**config.mk**
```make
export PLATFORM = sky130hd
export DESIGN_NAME = yadan_core
export DESIGN_NICKNAME = d
export VERILOG_FILES = /design/src/hdl/yadan_pkg.sv /design/src/hdl/pipe_ctrl.sv /design/src/hdl/inst_decode.sv /design/src/hdl/regs_file.sv /design/src/hdl/alu_exec.sv /design/src/hdl/mul_div_iter.sv /design/src/hdl/yadan_core.sv
export VERILOG_INCLUDE_DIRS = /design/src
export SDC_FILE = /design/constraint.sdc
export NUM_CORES = 2
export LEC_CHECK = 0
export BUFFER_PORTS_ARGS = -buffer_cell sky130_fd_sc_hd__buf_2
export CORE_MARGIN = 2
export CORE_UTILIZATION = 65
export CTS_BUF_LIST = sky130_fd_sc_hd__clkbuf_4 sky130_fd_sc_hd__clkbuf_8
export CTS_CLUSTER_DIAMETER = 30
export CTS_CLUSTER_SIZE = 10
export DETAILED_ROUTE_END_ITERATION = 6
export GPL_TIMING_DRIVEN = 0
export PLACE_DENSITY = 0.82
export SLEW_MARGIN = 20
export SYNTH_ARGS = -nofsm -noshare
export SYNTH_HDL_FRONTEND = slang
export SYNTH_SLANG_ARGS = --single-unit
```
**constraint.sdc**
```tcl
create_clock -name clk -period 6 [get_ports clk]
set_clock_uncertainty 0.1 [all_clocks]
set_input_delay 1.5 -clock clk [delete_from_list [all_inputs] [get_ports clk]]
set_output_delay 1.5 -clock clk [all_outputs]
set_load 0.005 [all_outputs]
```
**src/yadan_macros.svh**
```systemverilog
`ifndef YADAN_MACROS_SVH
`define YADAN_MACROS_SVH

// datapath and register file
`define XLEN         32
`define REG_AW       5
`define NUM_REGS     32

// major opcodes
`define OPC_OP       7'b0110011
`define OPC_OP_IMM   7'b0010011
`define OPC_LUI      7'b0110111

// funct7 selects M extension or SUB/SRA
`define F7_MULDIV    7'b0000001
`define F7_ALT       7'b0100000

// base integer funct3
`define F3_ADD       3'b000
`define F3_SLL       3'b001
`define F3_SLT       3'b010
`define F3_SLTU      3'b011
`define F3_XOR       3'b100
`define F3_SR        3'b101
`define F3_OR        3'b110
`define F3_AND       3'b111

// unsigned M extension funct3
`define F3_MUL       3'b000
`define F3_MULHU     3'b011
`define F3_DIVU      3'b101
`define F3_REMU      3'b111

// one bit per iteration
`define MULDIV_STEPS 32

`endif

```
**src/hdl/yadan_pkg.sv**
```systemverilog
`default_nettype none

`include "yadan_macros.svh"

package yadan_pkg;

    // register-register layout
    typedef struct packed {
        logic [6:0]         funct7;
        logic [`REG_AW-1:0] rs2;
        logic [`REG_AW-1:0] rs1;
        logic [2:0]         funct3;
        logic [`REG_AW-1:0] rd;
        logic [6:0]         opcode;
    } r_type_t;

    // register-immediate layout
    typedef struct packed {
        logic [11:0]        imm12;
        logic [`REG_AW-1:0] rs1;
        logic [2:0]         funct3;
        logic [`REG_AW-1:0] rd;
        logic [6:0]         opcode;
    } i_type_t;

    // same instruction word, two views
    typedef union packed {
        r_type_t r;
        i_type_t i;
    } inst_u;

    typedef enum logic [4:0] {
        ALU_ADD,
        ALU_SUB,
        ALU_SLL,
        ALU_SLT,
        ALU_SLTU,
        ALU_XOR,
        ALU_SRL,
        ALU_SRA,
        ALU_OR,
        ALU_AND,
        ALU_MUL,
        ALU_MULHU,
        ALU_DIVU,
        ALU_REMU
    } alu_op_e;

    typedef struct packed {
        alu_op_e            alu_op;
        logic [`XLEN-1:0]   op_a;
        logic [`XLEN-1:0]   op_b;
        logic [`REG_AW-1:0] rd;
        logic               is_muldiv;
    } id_ex_t;

    // register write and retire record
    typedef struct packed {
        logic [`REG_AW-1:0] rd;
        logic [`XLEN-1:0]   result;
    } retire_t;

endpackage

`default_nettype wire

```
**src/hdl/pipe_ctrl.sv**
```systemverilog
`timescale 1ns/1ns
`default_nettype none

module pipe_ctrl (
    input  logic clk,
    input  logic rst_n_i,
    input  logic inst_valid_i,
    input  logic ex_is_muldiv_i,
    input  logic muldiv_done_i,
    output logic inst_ready_o,
    output logic ex_load_o,
    output logic ex_valid_o,
    output logic muldiv_start_o,
    output logic wb_load_o
);

    logic ex_valid_q;
    logic muldiv_busy_q;
    logic ex_holds_muldiv;

    assign ex_holds_muldiv = ex_valid_q & ex_is_muldiv_i;

    // stall while a muldiv sits in execute, done cycle included
    assign inst_ready_o   = ~ex_holds_muldiv;
    assign ex_load_o      = inst_valid_i & inst_ready_o;
    assign ex_valid_o     = ex_valid_q;

    // one pulse on the first muldiv cycle
    assign muldiv_start_o = ex_holds_muldiv & ~muldiv_busy_q;

    // ALU ops leave execute at once, muldiv ops wait for done
    assign wb_load_o      = ex_valid_q & (~ex_is_muldiv_i | muldiv_done_i);

    always_ff @(posedge clk) begin
        if (!rst_n_i) begin
            ex_valid_q    <= 1'b0;
            muldiv_busy_q <= 1'b0;
        end else begin
            if (inst_ready_o) begin
                ex_valid_q <= inst_valid_i;
            end else if (muldiv_done_i) begin
                ex_valid_q <= 1'b0;
            end

            if (muldiv_start_o) begin
                muldiv_busy_q <= 1'b1;
            end else if (muldiv_done_i) begin
                muldiv_busy_q <= 1'b0;
            end
        end
    end

endmodule

`default_nettype wire

```
**src/hdl/inst_decode.sv**
```systemverilog
`timescale 1ns/1ns
`default_nettype none

`include "yadan_macros.svh"

module inst_decode import yadan_pkg::*; (
    input  logic               clk,
    input  logic               rst_n_i,
    input  logic               ex_load_i,
    input  inst_u              inst_i,
    input  logic [`XLEN-1:0]   rs1_data_i,
    input  logic [`XLEN-1:0]   rs2_data_i,
    input  retire_t            ex_fwd_i,
    input  logic               ex_valid_i,
    input  retire_t            wb_fwd_i,
    input  logic               wb_valid_i,
    output logic [`REG_AW-1:0] rs1_addr_o,
    output logic [`REG_AW-1:0] rs2_addr_o,
    output id_ex_t             id_ex_o
);

    alu_op_e          op;
    logic             is_md;
    logic             legal;
    logic             use_imm;
    logic             is_lui;
    logic [`XLEN-1:0] imm;
    logic [`XLEN-1:0] rs1_val;
    logic [`XLEN-1:0] rs2_val;
    id_ex_t           id_ex_d;

    // base integer op from funct3, alt picks SUB or SRA
    function automatic alu_op_e alu_f3_op(input logic [2:0] f3, input logic alt);
        alu_op_e sel;
        case (f3)
            `F3_ADD:  sel = alt ? ALU_SUB : ALU_ADD;
            `F3_SLL:  sel = ALU_SLL;
            `F3_SLT:  sel = ALU_SLT;
            `F3_SLTU: sel = ALU_SLTU;
            `F3_XOR:  sel = ALU_XOR;
            `F3_SR:   sel = alt ? ALU_SRA : ALU_SRL;
            `F3_OR:   sel = ALU_OR;
            default:  sel = ALU_AND;
        endcase
        return sel;
    endfunction

    // execute result wins over writeback, x0 never matches
    function automatic logic [`XLEN-1:0] fwd_sel(
        input logic [`REG_AW-1:0] addr,
        input logic [`XLEN-1:0]   rf_data,
        input logic               ex_vld,
        input retire_t            ex_rec,
        input logic               wb_vld,
        input retire_t            wb_rec
    );
        logic [`XLEN-1:0] val;
        val = rf_data;
        if (addr != '0) begin
            if (ex_vld && ex_rec.rd == addr) begin
                val = ex_rec.result;
            end else if (wb_vld && wb_rec.rd == addr) begin
                val = wb_rec.result;
            end
        end
        return val;
    endfunction

    assign rs1_addr_o = inst_i.r.rs1;
    assign rs2_addr_o = inst_i.r.rs2;

    assign rs1_val = fwd_sel(inst_i.r.rs1, rs1_data_i, ex_valid_i, ex_fwd_i, wb_valid_i, wb_fwd_i);
    assign rs2_val = fwd_sel(inst_i.r.rs2, rs2_data_i, ex_valid_i, ex_fwd_i, wb_valid_i, wb_fwd_i);

    always_comb begin
        op      = ALU_ADD;
        is_md   = 1'b0;
        legal   = 1'b1;
        use_imm = 1'b1;
        is_lui  = 1'b0;
        imm     = {{(`XLEN-12){inst_i.i.imm12[11]}}, inst_i.i.imm12};
        case (inst_i.r.opcode)
            `OPC_OP: begin
                use_imm = 1'b0;
                if (inst_i.r.funct7 == `F7_MULDIV) begin
                    is_md = 1'b1;
                    case (inst_i.r.funct3)
                        `F3_MUL:   op = ALU_MUL;
                        `F3_MULHU: op = ALU_MULHU;
                        `F3_DIVU:  op = ALU_DIVU;
                        `F3_REMU:  op = ALU_REMU;
                        default:   legal = 1'b0;
                    endcase
                end else begin
                    op = alu_f3_op(inst_i.r.funct3, inst_i.r.funct7 == `F7_ALT);
                end
            end
            `OPC_OP_IMM: begin
                // SRAI carries its alt bit where funct7 sits in R-type
                op = alu_f3_op(inst_i.i.funct3,
                               (inst_i.i.funct3 == `F3_SR) && (inst_i.r.funct7 == `F7_ALT));
            end
            `OPC_LUI: begin
                is_lui = 1'b1;
                imm    = {inst_i.i.imm12, inst_i.i.rs1, inst_i.i.funct3, 12'b0};
            end
            default: legal = 1'b0;
        endcase
    end

    // unsupported words retire as a harmless write of zero to x0
    always_comb begin
        id_ex_d.alu_op    = legal ? op : ALU_ADD;
        id_ex_d.op_a      = (is_lui || !legal) ? '0 : rs1_val;
        id_ex_d.op_b      = !legal ? '0 : (use_imm ? imm : rs2_val);
        id_ex_d.rd        = legal ? inst_i.r.rd : '0;
        id_ex_d.is_muldiv = legal && is_md;
    end

    always_ff @(posedge clk) begin
        if (!rst_n_i) begin
            id_ex_o <= '0;
        end else if (ex_load_i) begin
            id_ex_o <= id_ex_d;
        end
    end

endmodule

`default_nettype wire

```
**src/hdl/regs_file.sv**
```systemverilog
`timescale 1ns/1ns
`default_nettype none

`include "yadan_macros.svh"

module regs_file import yadan_pkg::*; (
    input  logic               clk,
    input  logic               rst_n_i,
    input  logic               we_i,
    input  retire_t            wb_i,
    input  logic [`REG_AW-1:0] rs1_addr_i,
    input  logic [`REG_AW-1:0] rs2_addr_i,
    output logic [`XLEN-1:0]   rs1_data_o,
    output logic [`XLEN-1:0]   rs2_data_o
);

    // x0 has no storage
    logic [`XLEN-1:0] regs_q [1:`NUM_REGS-1];

    always_ff @(posedge clk) begin
        if (!rst_n_i) begin
            for (int i = 1; i < `NUM_REGS; i++) begin
                regs_q[i] <= '0;
            end
        end else if (we_i && wb_i.rd != '0) begin
            regs_q[wb_i.rd] <= wb_i.result;
        end
    end

    // same-cycle writes reach decode through forwarding
    assign rs1_data_o = (rs1_addr_i == '0) ? '0 : regs_q[rs1_addr_i];
    assign rs2_data_o = (rs2_addr_i == '0) ? '0 : regs_q[rs2_addr_i];

endmodule

`default_nettype wire

```
**src/hdl/alu_exec.sv**
```systemverilog
`timescale 1ns/1ns
`default_nettype none

`include "yadan_macros.svh"

module alu_exec import yadan_pkg::*; (
    input  logic             clk,
    input  logic             rst_n_i,
    input  logic             wb_load_i,
    input  id_ex_t           id_ex_i,
    input  logic [`XLEN-1:0] muldiv_result_i,
    output retire_t          ex_fwd_o,
    output logic             retire_valid_o,
    output retire_t          retire_o
);

    logic [4:0]       shamt;
    logic [`XLEN-1:0] alu_res;

    // shifts only look at the low five bits
    assign shamt = id_ex_i.op_b[4:0];

    always_comb begin
        case (id_ex_i.alu_op)
            ALU_ADD:  alu_res = id_ex_i.op_a + id_ex_i.op_b;
            ALU_SUB:  alu_res = id_ex_i.op_a - id_ex_i.op_b;
            ALU_SLL:  alu_res = id_ex_i.op_a << shamt;
            ALU_SLT: begin
                alu_res = {{(`XLEN-1){1'b0}},
                           $signed(id_ex_i.op_a) < $signed(id_ex_i.op_b)};
            end
            ALU_SLTU: begin
                alu_res = {{(`XLEN-1){1'b0}}, id_ex_i.op_a < id_ex_i.op_b};
            end
            ALU_XOR:  alu_res = id_ex_i.op_a ^ id_ex_i.op_b;
            ALU_SRL:  alu_res = id_ex_i.op_a >> shamt;
            ALU_SRA:  alu_res = $unsigned($signed(id_ex_i.op_a) >>> shamt);
            ALU_OR:   alu_res = id_ex_i.op_a | id_ex_i.op_b;
            ALU_AND:  alu_res = id_ex_i.op_a & id_ex_i.op_b;
            default:  alu_res = '0;
        endcase
    end

    // execute result, also the forwarding source for decode
    assign ex_fwd_o.rd     = id_ex_i.rd;
    assign ex_fwd_o.result = id_ex_i.is_muldiv ? muldiv_result_i : alu_res;

    always_ff @(posedge clk) begin
        if (!rst_n_i) begin
            retire_valid_o <= 1'b0;
        end else begin
            retire_valid_o <= wb_load_i;
        end
    end

    always_ff @(posedge clk) begin
        if (wb_load_i) begin
            retire_o <= ex_fwd_o;
        end
    end

endmodule

`default_nettype wire

```
**src/hdl/mul_div_iter.sv**
```systemverilog
`timescale 1ns/1ns
`default_nettype none

`include "yadan_macros.svh"

module mul_div_iter import yadan_pkg::*; (
    input  logic             clk,
    input  logic             rst_n_i,
    input  logic             start_i,
    input  alu_op_e          op_i,
    input  logic [`XLEN-1:0] a_i,
    input  logic [`XLEN-1:0] b_i,
    output logic             done_o,
    output logic [`XLEN-1:0] result_o
);

    localparam int unsigned      CNT_W     = $clog2(`MULDIV_STEPS);
    localparam logic [CNT_W-1:0] LAST_STEP = CNT_W'(`MULDIV_STEPS - 1);

    // upper half accumulates product or remainder
    logic [2*`XLEN-1:0] work_q;
    logic [2*`XLEN-1:0] work_next;
    logic [`XLEN-1:0]   opnd_q;
    logic               is_div_q;
    logic               hi_sel_q;
    logic               running_q;
    logic               done_q;
    logic [CNT_W-1:0]   step_cnt_q;
    logic [`XLEN:0]     add_sum;
    logic [`XLEN:0]     rem_shift;
    logic [`XLEN:0]     rem_diff;

    always_comb begin
        add_sum   = {1'b0, work_q[2*`XLEN-1:`XLEN]} + {1'b0, opnd_q};
        rem_shift = work_q[2*`XLEN-1:`XLEN-1];
        rem_diff  = rem_shift - {1'b0, opnd_q};
        if (is_div_q) begin
            // restoring step, a zero divisor keeps subtracting nothing
            // so the quotient fills with ones and the dividend ends up on top
            if (rem_shift >= {1'b0, opnd_q}) begin
                work_next = {rem_diff[`XLEN-1:0], work_q[`XLEN-2:0], 1'b1};
            end else begin
                work_next = {rem_shift[`XLEN-1:0], work_q[`XLEN-2:0], 1'b0};
            end
        end else if (work_q[0]) begin
            work_next = {add_sum, work_q[`XLEN-1:1]};
        end else begin
            work_next = {1'b0, work_q[2*`XLEN-1:1]};
        end
    end

    always_ff @(posedge clk) begin
        if (!rst_n_i) begin
            running_q  <= 1'b0;
            done_q     <= 1'b0;
            step_cnt_q <= '0;
        end else begin
            done_q <= running_q && (step_cnt_q == LAST_STEP);
            if (start_i) begin
                running_q  <= 1'b1;
                step_cnt_q <= '0;
            end else if (running_q) begin
                step_cnt_q <= step_cnt_q + 1'b1;
                if (step_cnt_q == LAST_STEP) begin
                    running_q <= 1'b0;
                end
            end
        end
    end

    // operands latched at start
    always_ff @(posedge clk) begin
        if (start_i) begin
            work_q   <= {{`XLEN{1'b0}}, a_i};
            opnd_q   <= b_i;
            is_div_q <= (op_i == ALU_DIVU) || (op_i == ALU_REMU);
            hi_sel_q <= (op_i == ALU_MULHU) || (op_i == ALU_REMU);
        end else if (running_q) begin
            work_q <= work_next;
        end
    end

    assign done_o   = done_q;
    assign result_o = hi_sel_q ? work_q[2*`XLEN-1:`XLEN] : work_q[`XLEN-1:0];

endmodule

`default_nettype wire

```
**src/hdl/yadan_core.sv**
```systemverilog
`timescale 1ns/1ns
`default_nettype none

`include "yadan_macros.svh"

module yadan_core import yadan_pkg::*; (
    input  logic    clk,
    input  logic    rst_n_i,

    // instruction port
    input  logic    inst_valid_i,
    input  inst_u   inst_i,
    output logic    inst_ready_o,

    // retire port
    output logic    retire_valid_o,
    output retire_t retire_o
);

    // decode <-> register file
    logic [`REG_AW-1:0] rs1_addr;
    logic [`REG_AW-1:0] rs2_addr;
    logic [`XLEN-1:0]   rs1_data;
    logic [`XLEN-1:0]   rs2_data;

    // decode/execute register and execute result
    id_ex_t             id_ex;
    retire_t            ex_fwd;

    // pipeline control
    logic               ex_load;
    logic               ex_valid;
    logic               wb_load;

    // muldiv handshake
    logic               muldiv_start;
    logic               muldiv_done;
    logic [`XLEN-1:0]   muldiv_result;

    pipe_ctrl u_pipe_ctrl (
        .clk             (clk),
        .rst_n_i         (rst_n_i),
        .inst_valid_i    (inst_valid_i),
        .ex_is_muldiv_i  (id_ex.is_muldiv),
        .muldiv_done_i   (muldiv_done),
        .inst_ready_o    (inst_ready_o),
        .ex_load_o       (ex_load),
        .ex_valid_o      (ex_valid),
        .muldiv_start_o  (muldiv_start),
        .wb_load_o       (wb_load)
    );

    inst_decode u_inst_decode (
        .clk             (clk),
        .rst_n_i         (rst_n_i),
        .ex_load_i       (ex_load),
        .inst_i          (inst_i),
        .rs1_data_i      (rs1_data),
        .rs2_data_i      (rs2_data),
        .ex_fwd_i        (ex_fwd),
        .ex_valid_i      (ex_valid),
        .wb_fwd_i        (retire_o),
        .wb_valid_i      (retire_valid_o),
        .rs1_addr_o      (rs1_addr),
        .rs2_addr_o      (rs2_addr),
        .id_ex_o         (id_ex)
    );

    // writeback port is the retire record
    regs_file u_regs_file (
        .clk             (clk),
        .rst_n_i         (rst_n_i),
        .we_i            (retire_valid_o),
        .wb_i            (retire_o),
        .rs1_addr_i      (rs1_addr),
        .rs2_addr_i      (rs2_addr),
        .rs1_data_o      (rs1_data),
        .rs2_data_o      (rs2_data)
    );

    alu_exec u_alu_exec (
        .clk             (clk),
        .rst_n_i         (rst_n_i),
        .wb_load_i       (wb_load),
        .id_ex_i         (id_ex),
        .muldiv_result_i (muldiv_result),
        .ex_fwd_o        (ex_fwd),
        .retire_valid_o  (retire_valid_o),
        .retire_o        (retire_o)
    );

    mul_div_iter u_mul_div_iter (
        .clk             (clk),
        .rst_n_i         (rst_n_i),
        .start_i         (muldiv_start),
        .op_i            (id_ex.alu_op),
        .a_i             (id_ex.op_a),
        .b_i             (id_ex.op_b),
        .done_o          (muldiv_done),
        .result_o        (muldiv_result)
    );

endmodule

`default_nettype wire

```
==> flow_metrics.py, run 1 <==
metrics = {
    "clock_tree": {
        "numCtsBuffers": 223,
        "cts.path.max_buffers": 3,
        "cts_hold_buf": 0,
        "htreeDepth": 4,
        "cts_sinks": 1243,
        "clockRootBuffer": "clkbuf_8",
    },
    "global_route": {
        "grt_usage": 0.794,
        "grt_max_degree": 33,
        "grt_pass1_wl_mm": 662,
        "grt_pass1_vias": 77800,
        "grt_overflow": 206,
    },
    "logic_synthesis": {
        "ys_seq_elements": 1243,
        "ys_top_cells_by_count": "edfxtp_1, and2_1, mux4_2",
        "ys_top_cells_by_area": "edfxtp_1, mux4_2, and2_1",
        "synth.cell_area_mm2": 0.0773,
        "yosysWarnings": 0,
        "dominantRegCellSynth": "edfxtp_1",
        "synth.top_cell.area_share": 0.438,
        "ys_seq_area_frac": 0.468,
        "synth.most_common_cell": "edfxtp_1",
        "async_flop_share": 0,
        "avgSynthCellArea_um2": 12.6,
        "syn_inst": 6152,
        "ys_types": 94,
        "post-synth-top-area-cell": "edfxtp_1",
        "synth-edff-count": 1127,
    },
    "outcome": {
        "firstError": "[ERROR GRT-0116] Global routing finished with congestion. Check the congestion regions in the DRC Viewer.",
        "lastStage": "global routing (5_1_grt)",
        "status": "did not finish",
    },
    "floorplan": {
        "die_w_um": 349,
        "die_h_um": 349,
        "start_util": 0.655,
        "fp-row-count": 126,
        "io_pins": 74,
    },
    "placed_design": {
        "place_congestion": 1.13,
        "hpwl_mm": 279,
        "portBuffers": 64,
    },
}
-- cell families after synthesis --
family                     count (synthesis)  synth area share
DFF                                     1243             0.468
other                                      1         0.0000485
muxes                                    898             0.229
and+or+nand+nor                         1912             0.134
buffers and inverters                    749            0.0381
AOI/OAI and AO/OA                       1083            0.0918
xor gates and xnor gates                  96            0.0109
adders and majority gates                170            0.0279
-- per-layer routing --
layer | global-route usage | GRT overflow
met5 | 0.487 | 0
met4 | 0.753 | 80
met3 | 0.686 | 10
met2 | 0.920 | 109
met1 | 0.800 | 7
-- stage by stage --
step	setup slack (ns)	area, um^2	setup TNS (ns)	std cells
after global placement	-4.15	79700	-3570.45	7783
after CTS	0.00171	87600	0	8292
after detailed placement	-1.25	82400	-30.14	7875
after floorplan	1.14	77400	0	6183
-- repair_timing --
| item | in CTS |
|---|---|
| resized for setup | 20 |
| endpoints found under the setup margin | 69 |
| buffers inserted | 2 |
| pin swaps | 2 |
==> run 2: changes to the inputs <==
CORE_UTILIZATION = 40   (was 65)
CTS_BUF_LIST = not set   (was sky130_fd_sc_hd__clkbuf_4 sky130_fd_sc_hd__clkbuf_8)
CTS_CLUSTER_DIAMETER = not set   (was 30)
CTS_CLUSTER_SIZE = not set   (was 10)
PLACE_DENSITY = not set   (was 0.82)
PLACE_DENSITY_LB_ADDON = 0.15   (was not set)
==> run 2 against run 1 <==
The flow now finishes, with violations (setup timing). Synthesized cell count stayed put. Synthesized area is the same.
==> flow_metrics.py, run 2 <==
metrics = {
    "global_route": {
        "grt_pass1_vias": 60700,
        "grt_pass1_wl_mm": 531,
        "antenna_found_initial": 61,
        "grt_usage": 0.401,
        "grt_max_degree": 33,
        "grt_overflow": 0,
    },
    "clock_tree": {
        "cts.path.max_buffers": 3,
        "cts_tree": "yes",
        "htreeDepth": 4,
        "clkTransAtPathRegs_ns": 0.06,
        "insertion_delay_ns": 0.89,
        "cts_hold_buf": 0,
        "cts_sinks": 1243,
        "numCtsBuffers": 145,
        "clockRootBuffer": "clkbuf_16",
    },
    "placed_design": {
        "portBuffers": 64,
        "placed_cells": 8899,
        "place_congestion": 1.04,
        "place_ws_ns": -1.61,
        "hpwl_mm": 299,
    },
    "detailed_routing": {
        "ant_nets": 0,
        "vias_per_cell": 6.86,
        "vias": 63100,
        "drc": 0,
        "avgRoutedWirePerCell_um": 43.6,
        "drt_iter0_drc": 9892,
        "firstDrtPassIters": 6,
        "wl_mm": 401,
    },
    "timing": {
        "slew-limit-headroom": 0.106,
        "report.final.slew_viol_count": 0,
        "hold_viol": 0,
        "fin_ws_ns": -0.196,
        "worst_pin_slew_ns": 1.34,
        "fin_crit_sh": 1.03,
        "fmax_mhz": 161,
        "grt_setup_unrepaired": "no",
        "setup_viol": 7,
        "fin_crit_ns": 6.20,
    },
    "logic_synthesis": {
        "ys_seq_elements": 1243,
        "async_flop_share": 0,
        "post-synth-top-area-cell": "edfxtp_1",
        "syn_inst": 6152,
        "synth.top_cell.area_share": 0.438,
        "ys_seq_area_frac": 0.468,
        "ys_top_cells_by_count": "edfxtp_1, and2_1, mux4_2",
        "yosysWarnings": 0,
        "synth-edff-count": 1127,
        "ys_top_cells_by_area": "edfxtp_1, mux4_2, and2_1",
        "avgSynthCellArea_um2": 12.6,
        "ys_types": 94,
        "synth.cell_area_mm2": 0.0773,
        "synth.most_common_cell": "edfxtp_1",
        "dominantRegCellSynth": "edfxtp_1",
    },
    "setup_path": {
        "crit_slowest_cell": "o31ai_1",
        "crit_path_start_kind": "flop",
        "startpoint": "u_inst_decode.id_ex_o[8]",
        "critPathRequiredTime_ns": 6.63,
        "path_class": "flop to flop",
        "cp_num_buf_inv": 4,
        "path_depth": 15,
        "path_cells": "buf_2 > inv_2 > clkbuf_4 > clkbuf_2 > ha_1 > a21o_1 > a21oi_1 > o21ai_2 > a32oi_2 > a21oi_1 > o21ai_0 > and2_1 > o31ai_1 > a22oi_1 > a22o_1",
        "crit_family": "compound AO/OA/AOI/OAI gates",
        "cpMostUsedCell": "a21oi_1",
        "worstReg2RegStart": "u_inst_decode.id_ex_o[8]",
        "cp-end-kind": "flop",
        "r2r_cells": 15,
        "max_stage_delay_ns": 0.65,
        "crit_fanout": 19,
        "arrival_ns": 6.83,
    },
    "floorplan": {
        "fp.coreArea_mm2": 0.192,
        "die_area_mm2": 0.197,
        "start_util": 0.402,
        "fp-row-count": 161,
        "io_pins": 74,
        "die_w_um": 444,
        "die_h_um": 444,
    },
    "final_layout": {
        "drive_gt1_frac": 0.214,
        "layout_common_cells": "edfxtp_1, and2_1, mux4_2",
        "largest_reg_flops": 1024,
        "areaGrowthSynthToFinish_pct": 15.6,
        "regMostFlops": "u_regs_file.regs_q",
        "final_cells": 9198,
        "top_regs": "u_regs_file.regs_q x1024, u_inst_decode.id_ex_o x74, u_mul_div_iter.work_q x64",
        "final_nets": 6726,
        "mostFrequentLayoutCell": "edfxtp_1",
        "fin_util": 0.464,
    },
    "flow_run": {
        "maxCapViolCount": 0,
    },
    "power_and_ir_drop": {
        "finalPower_uw": 21900,
        "peakVddDrop_mv": 0.330,
        "power_density_mw_per_mm2": 245,
        "p_leak_uw": 0.0328,
    },
    "hold_path": {
        "min_path_cells": 2,
        "hold_start": "u_pipe_ctrl.muldiv_busy_q",
        "hold_class": "flop to flop",
    },
    "outcome": {
        "status": "complete, but fails checks",
        "violations": "setup timing",
    },
}
## run 2: kinds of logic after synthesis
| group | synth area share |
|---|---|
| adders and majority gates | 0.0279 |
| muxes | 0.229 |
| DFF | 0.468 |
| other | 0.0000485 |
| and+or+nand+nor | 0.134 |
| buffers and inverters | 0.0381 |
| xor gates and xnor gates | 0.0109 |
| AOI/OAI and AO/OA | 0.0918 |
## run 2: cell type report
type | instances | area (um^2)
diodes | 33 | 82.6
multi-input cells | 4191 | 38800
clock inverters | 72 | 634
plain buffers | 578 | 2480
flip-flops and latches | 1243 | 36200
inverters | 167 | 632
clock buffers | 193 | 3950
repair buffers | 195 | 3470
fillers | 17500 | 103000
well taps | 2526 | 3160
## run 2: worst min-delay path: stages, from the launching register on
cell and delay [ns]:
dfxtp_1 0.30, nand2_1 0.04, a21boi_0 0.06
## run 2: final timing paths
| kind | to | slack, ns |
|---|---|---|
| hold reg to reg | u_pipe_ctrl.muldiv_busy_q | 0.36 |
| setup / recovery | u_inst_decode.id_ex_o[64] | -0.20 |
| hold / removal | u_pipe_ctrl.muldiv_busy_q | 0.36 |
| setup reg to reg | u_inst_decode.id_ex_o[64] | -0.20 |
## run 2: report_power, final
group          switching (uW)  leakage (uW)  internal, uW
clock                    3950       0.00224          4890
sequential                248        0.0125          9690
combinational            1870        0.0180          1250
total                    6070        0.0328         15800
## run 2: per-layer routing
| metal | track usage | up-vias | share of wire | routed length [um] |
|---|---|---|---|---|
| met2 | 0.612 | 5314 | 0.44 | 178000 |
| met3 | 0.115 | 1602 | 0.12 | 47000 |
| met1 | 0.467 | 31900 | 0.34 | 135000 |
| met5 | 0 | - | 0.00039 | 158 |
| li1 | - | 24300 | - | - |
| met4 | 0.339 | 24 | 0.10 | 40900 |
## run 2: per-stage QoR
| step | hold WS [ns] | TNS [ns] | instance area [um^2] |
|---|---|---|---|
| after global routing | 0.407 | 0 | 89300 |
| final | 0.360 | -0.893 | 89300 |
| after CTS | 0.365 | 0 | 89200 |
| after global placement | 0.353 | -4499.06 | 80900 |
| after floorplan | 0.331 | 0 | 77400 |
| after detailed placement | 0.358 | -41.17 | 84500 |
## run 2: timing repair
item / CTS / global route
buffers inserted: 3 / 2
gates resized for setup: 22 / 2
pin swaps: 1 / 1
setup endpoints to repair: 67 / 9
Note: power is estimated with default switching activity, not from simulation.
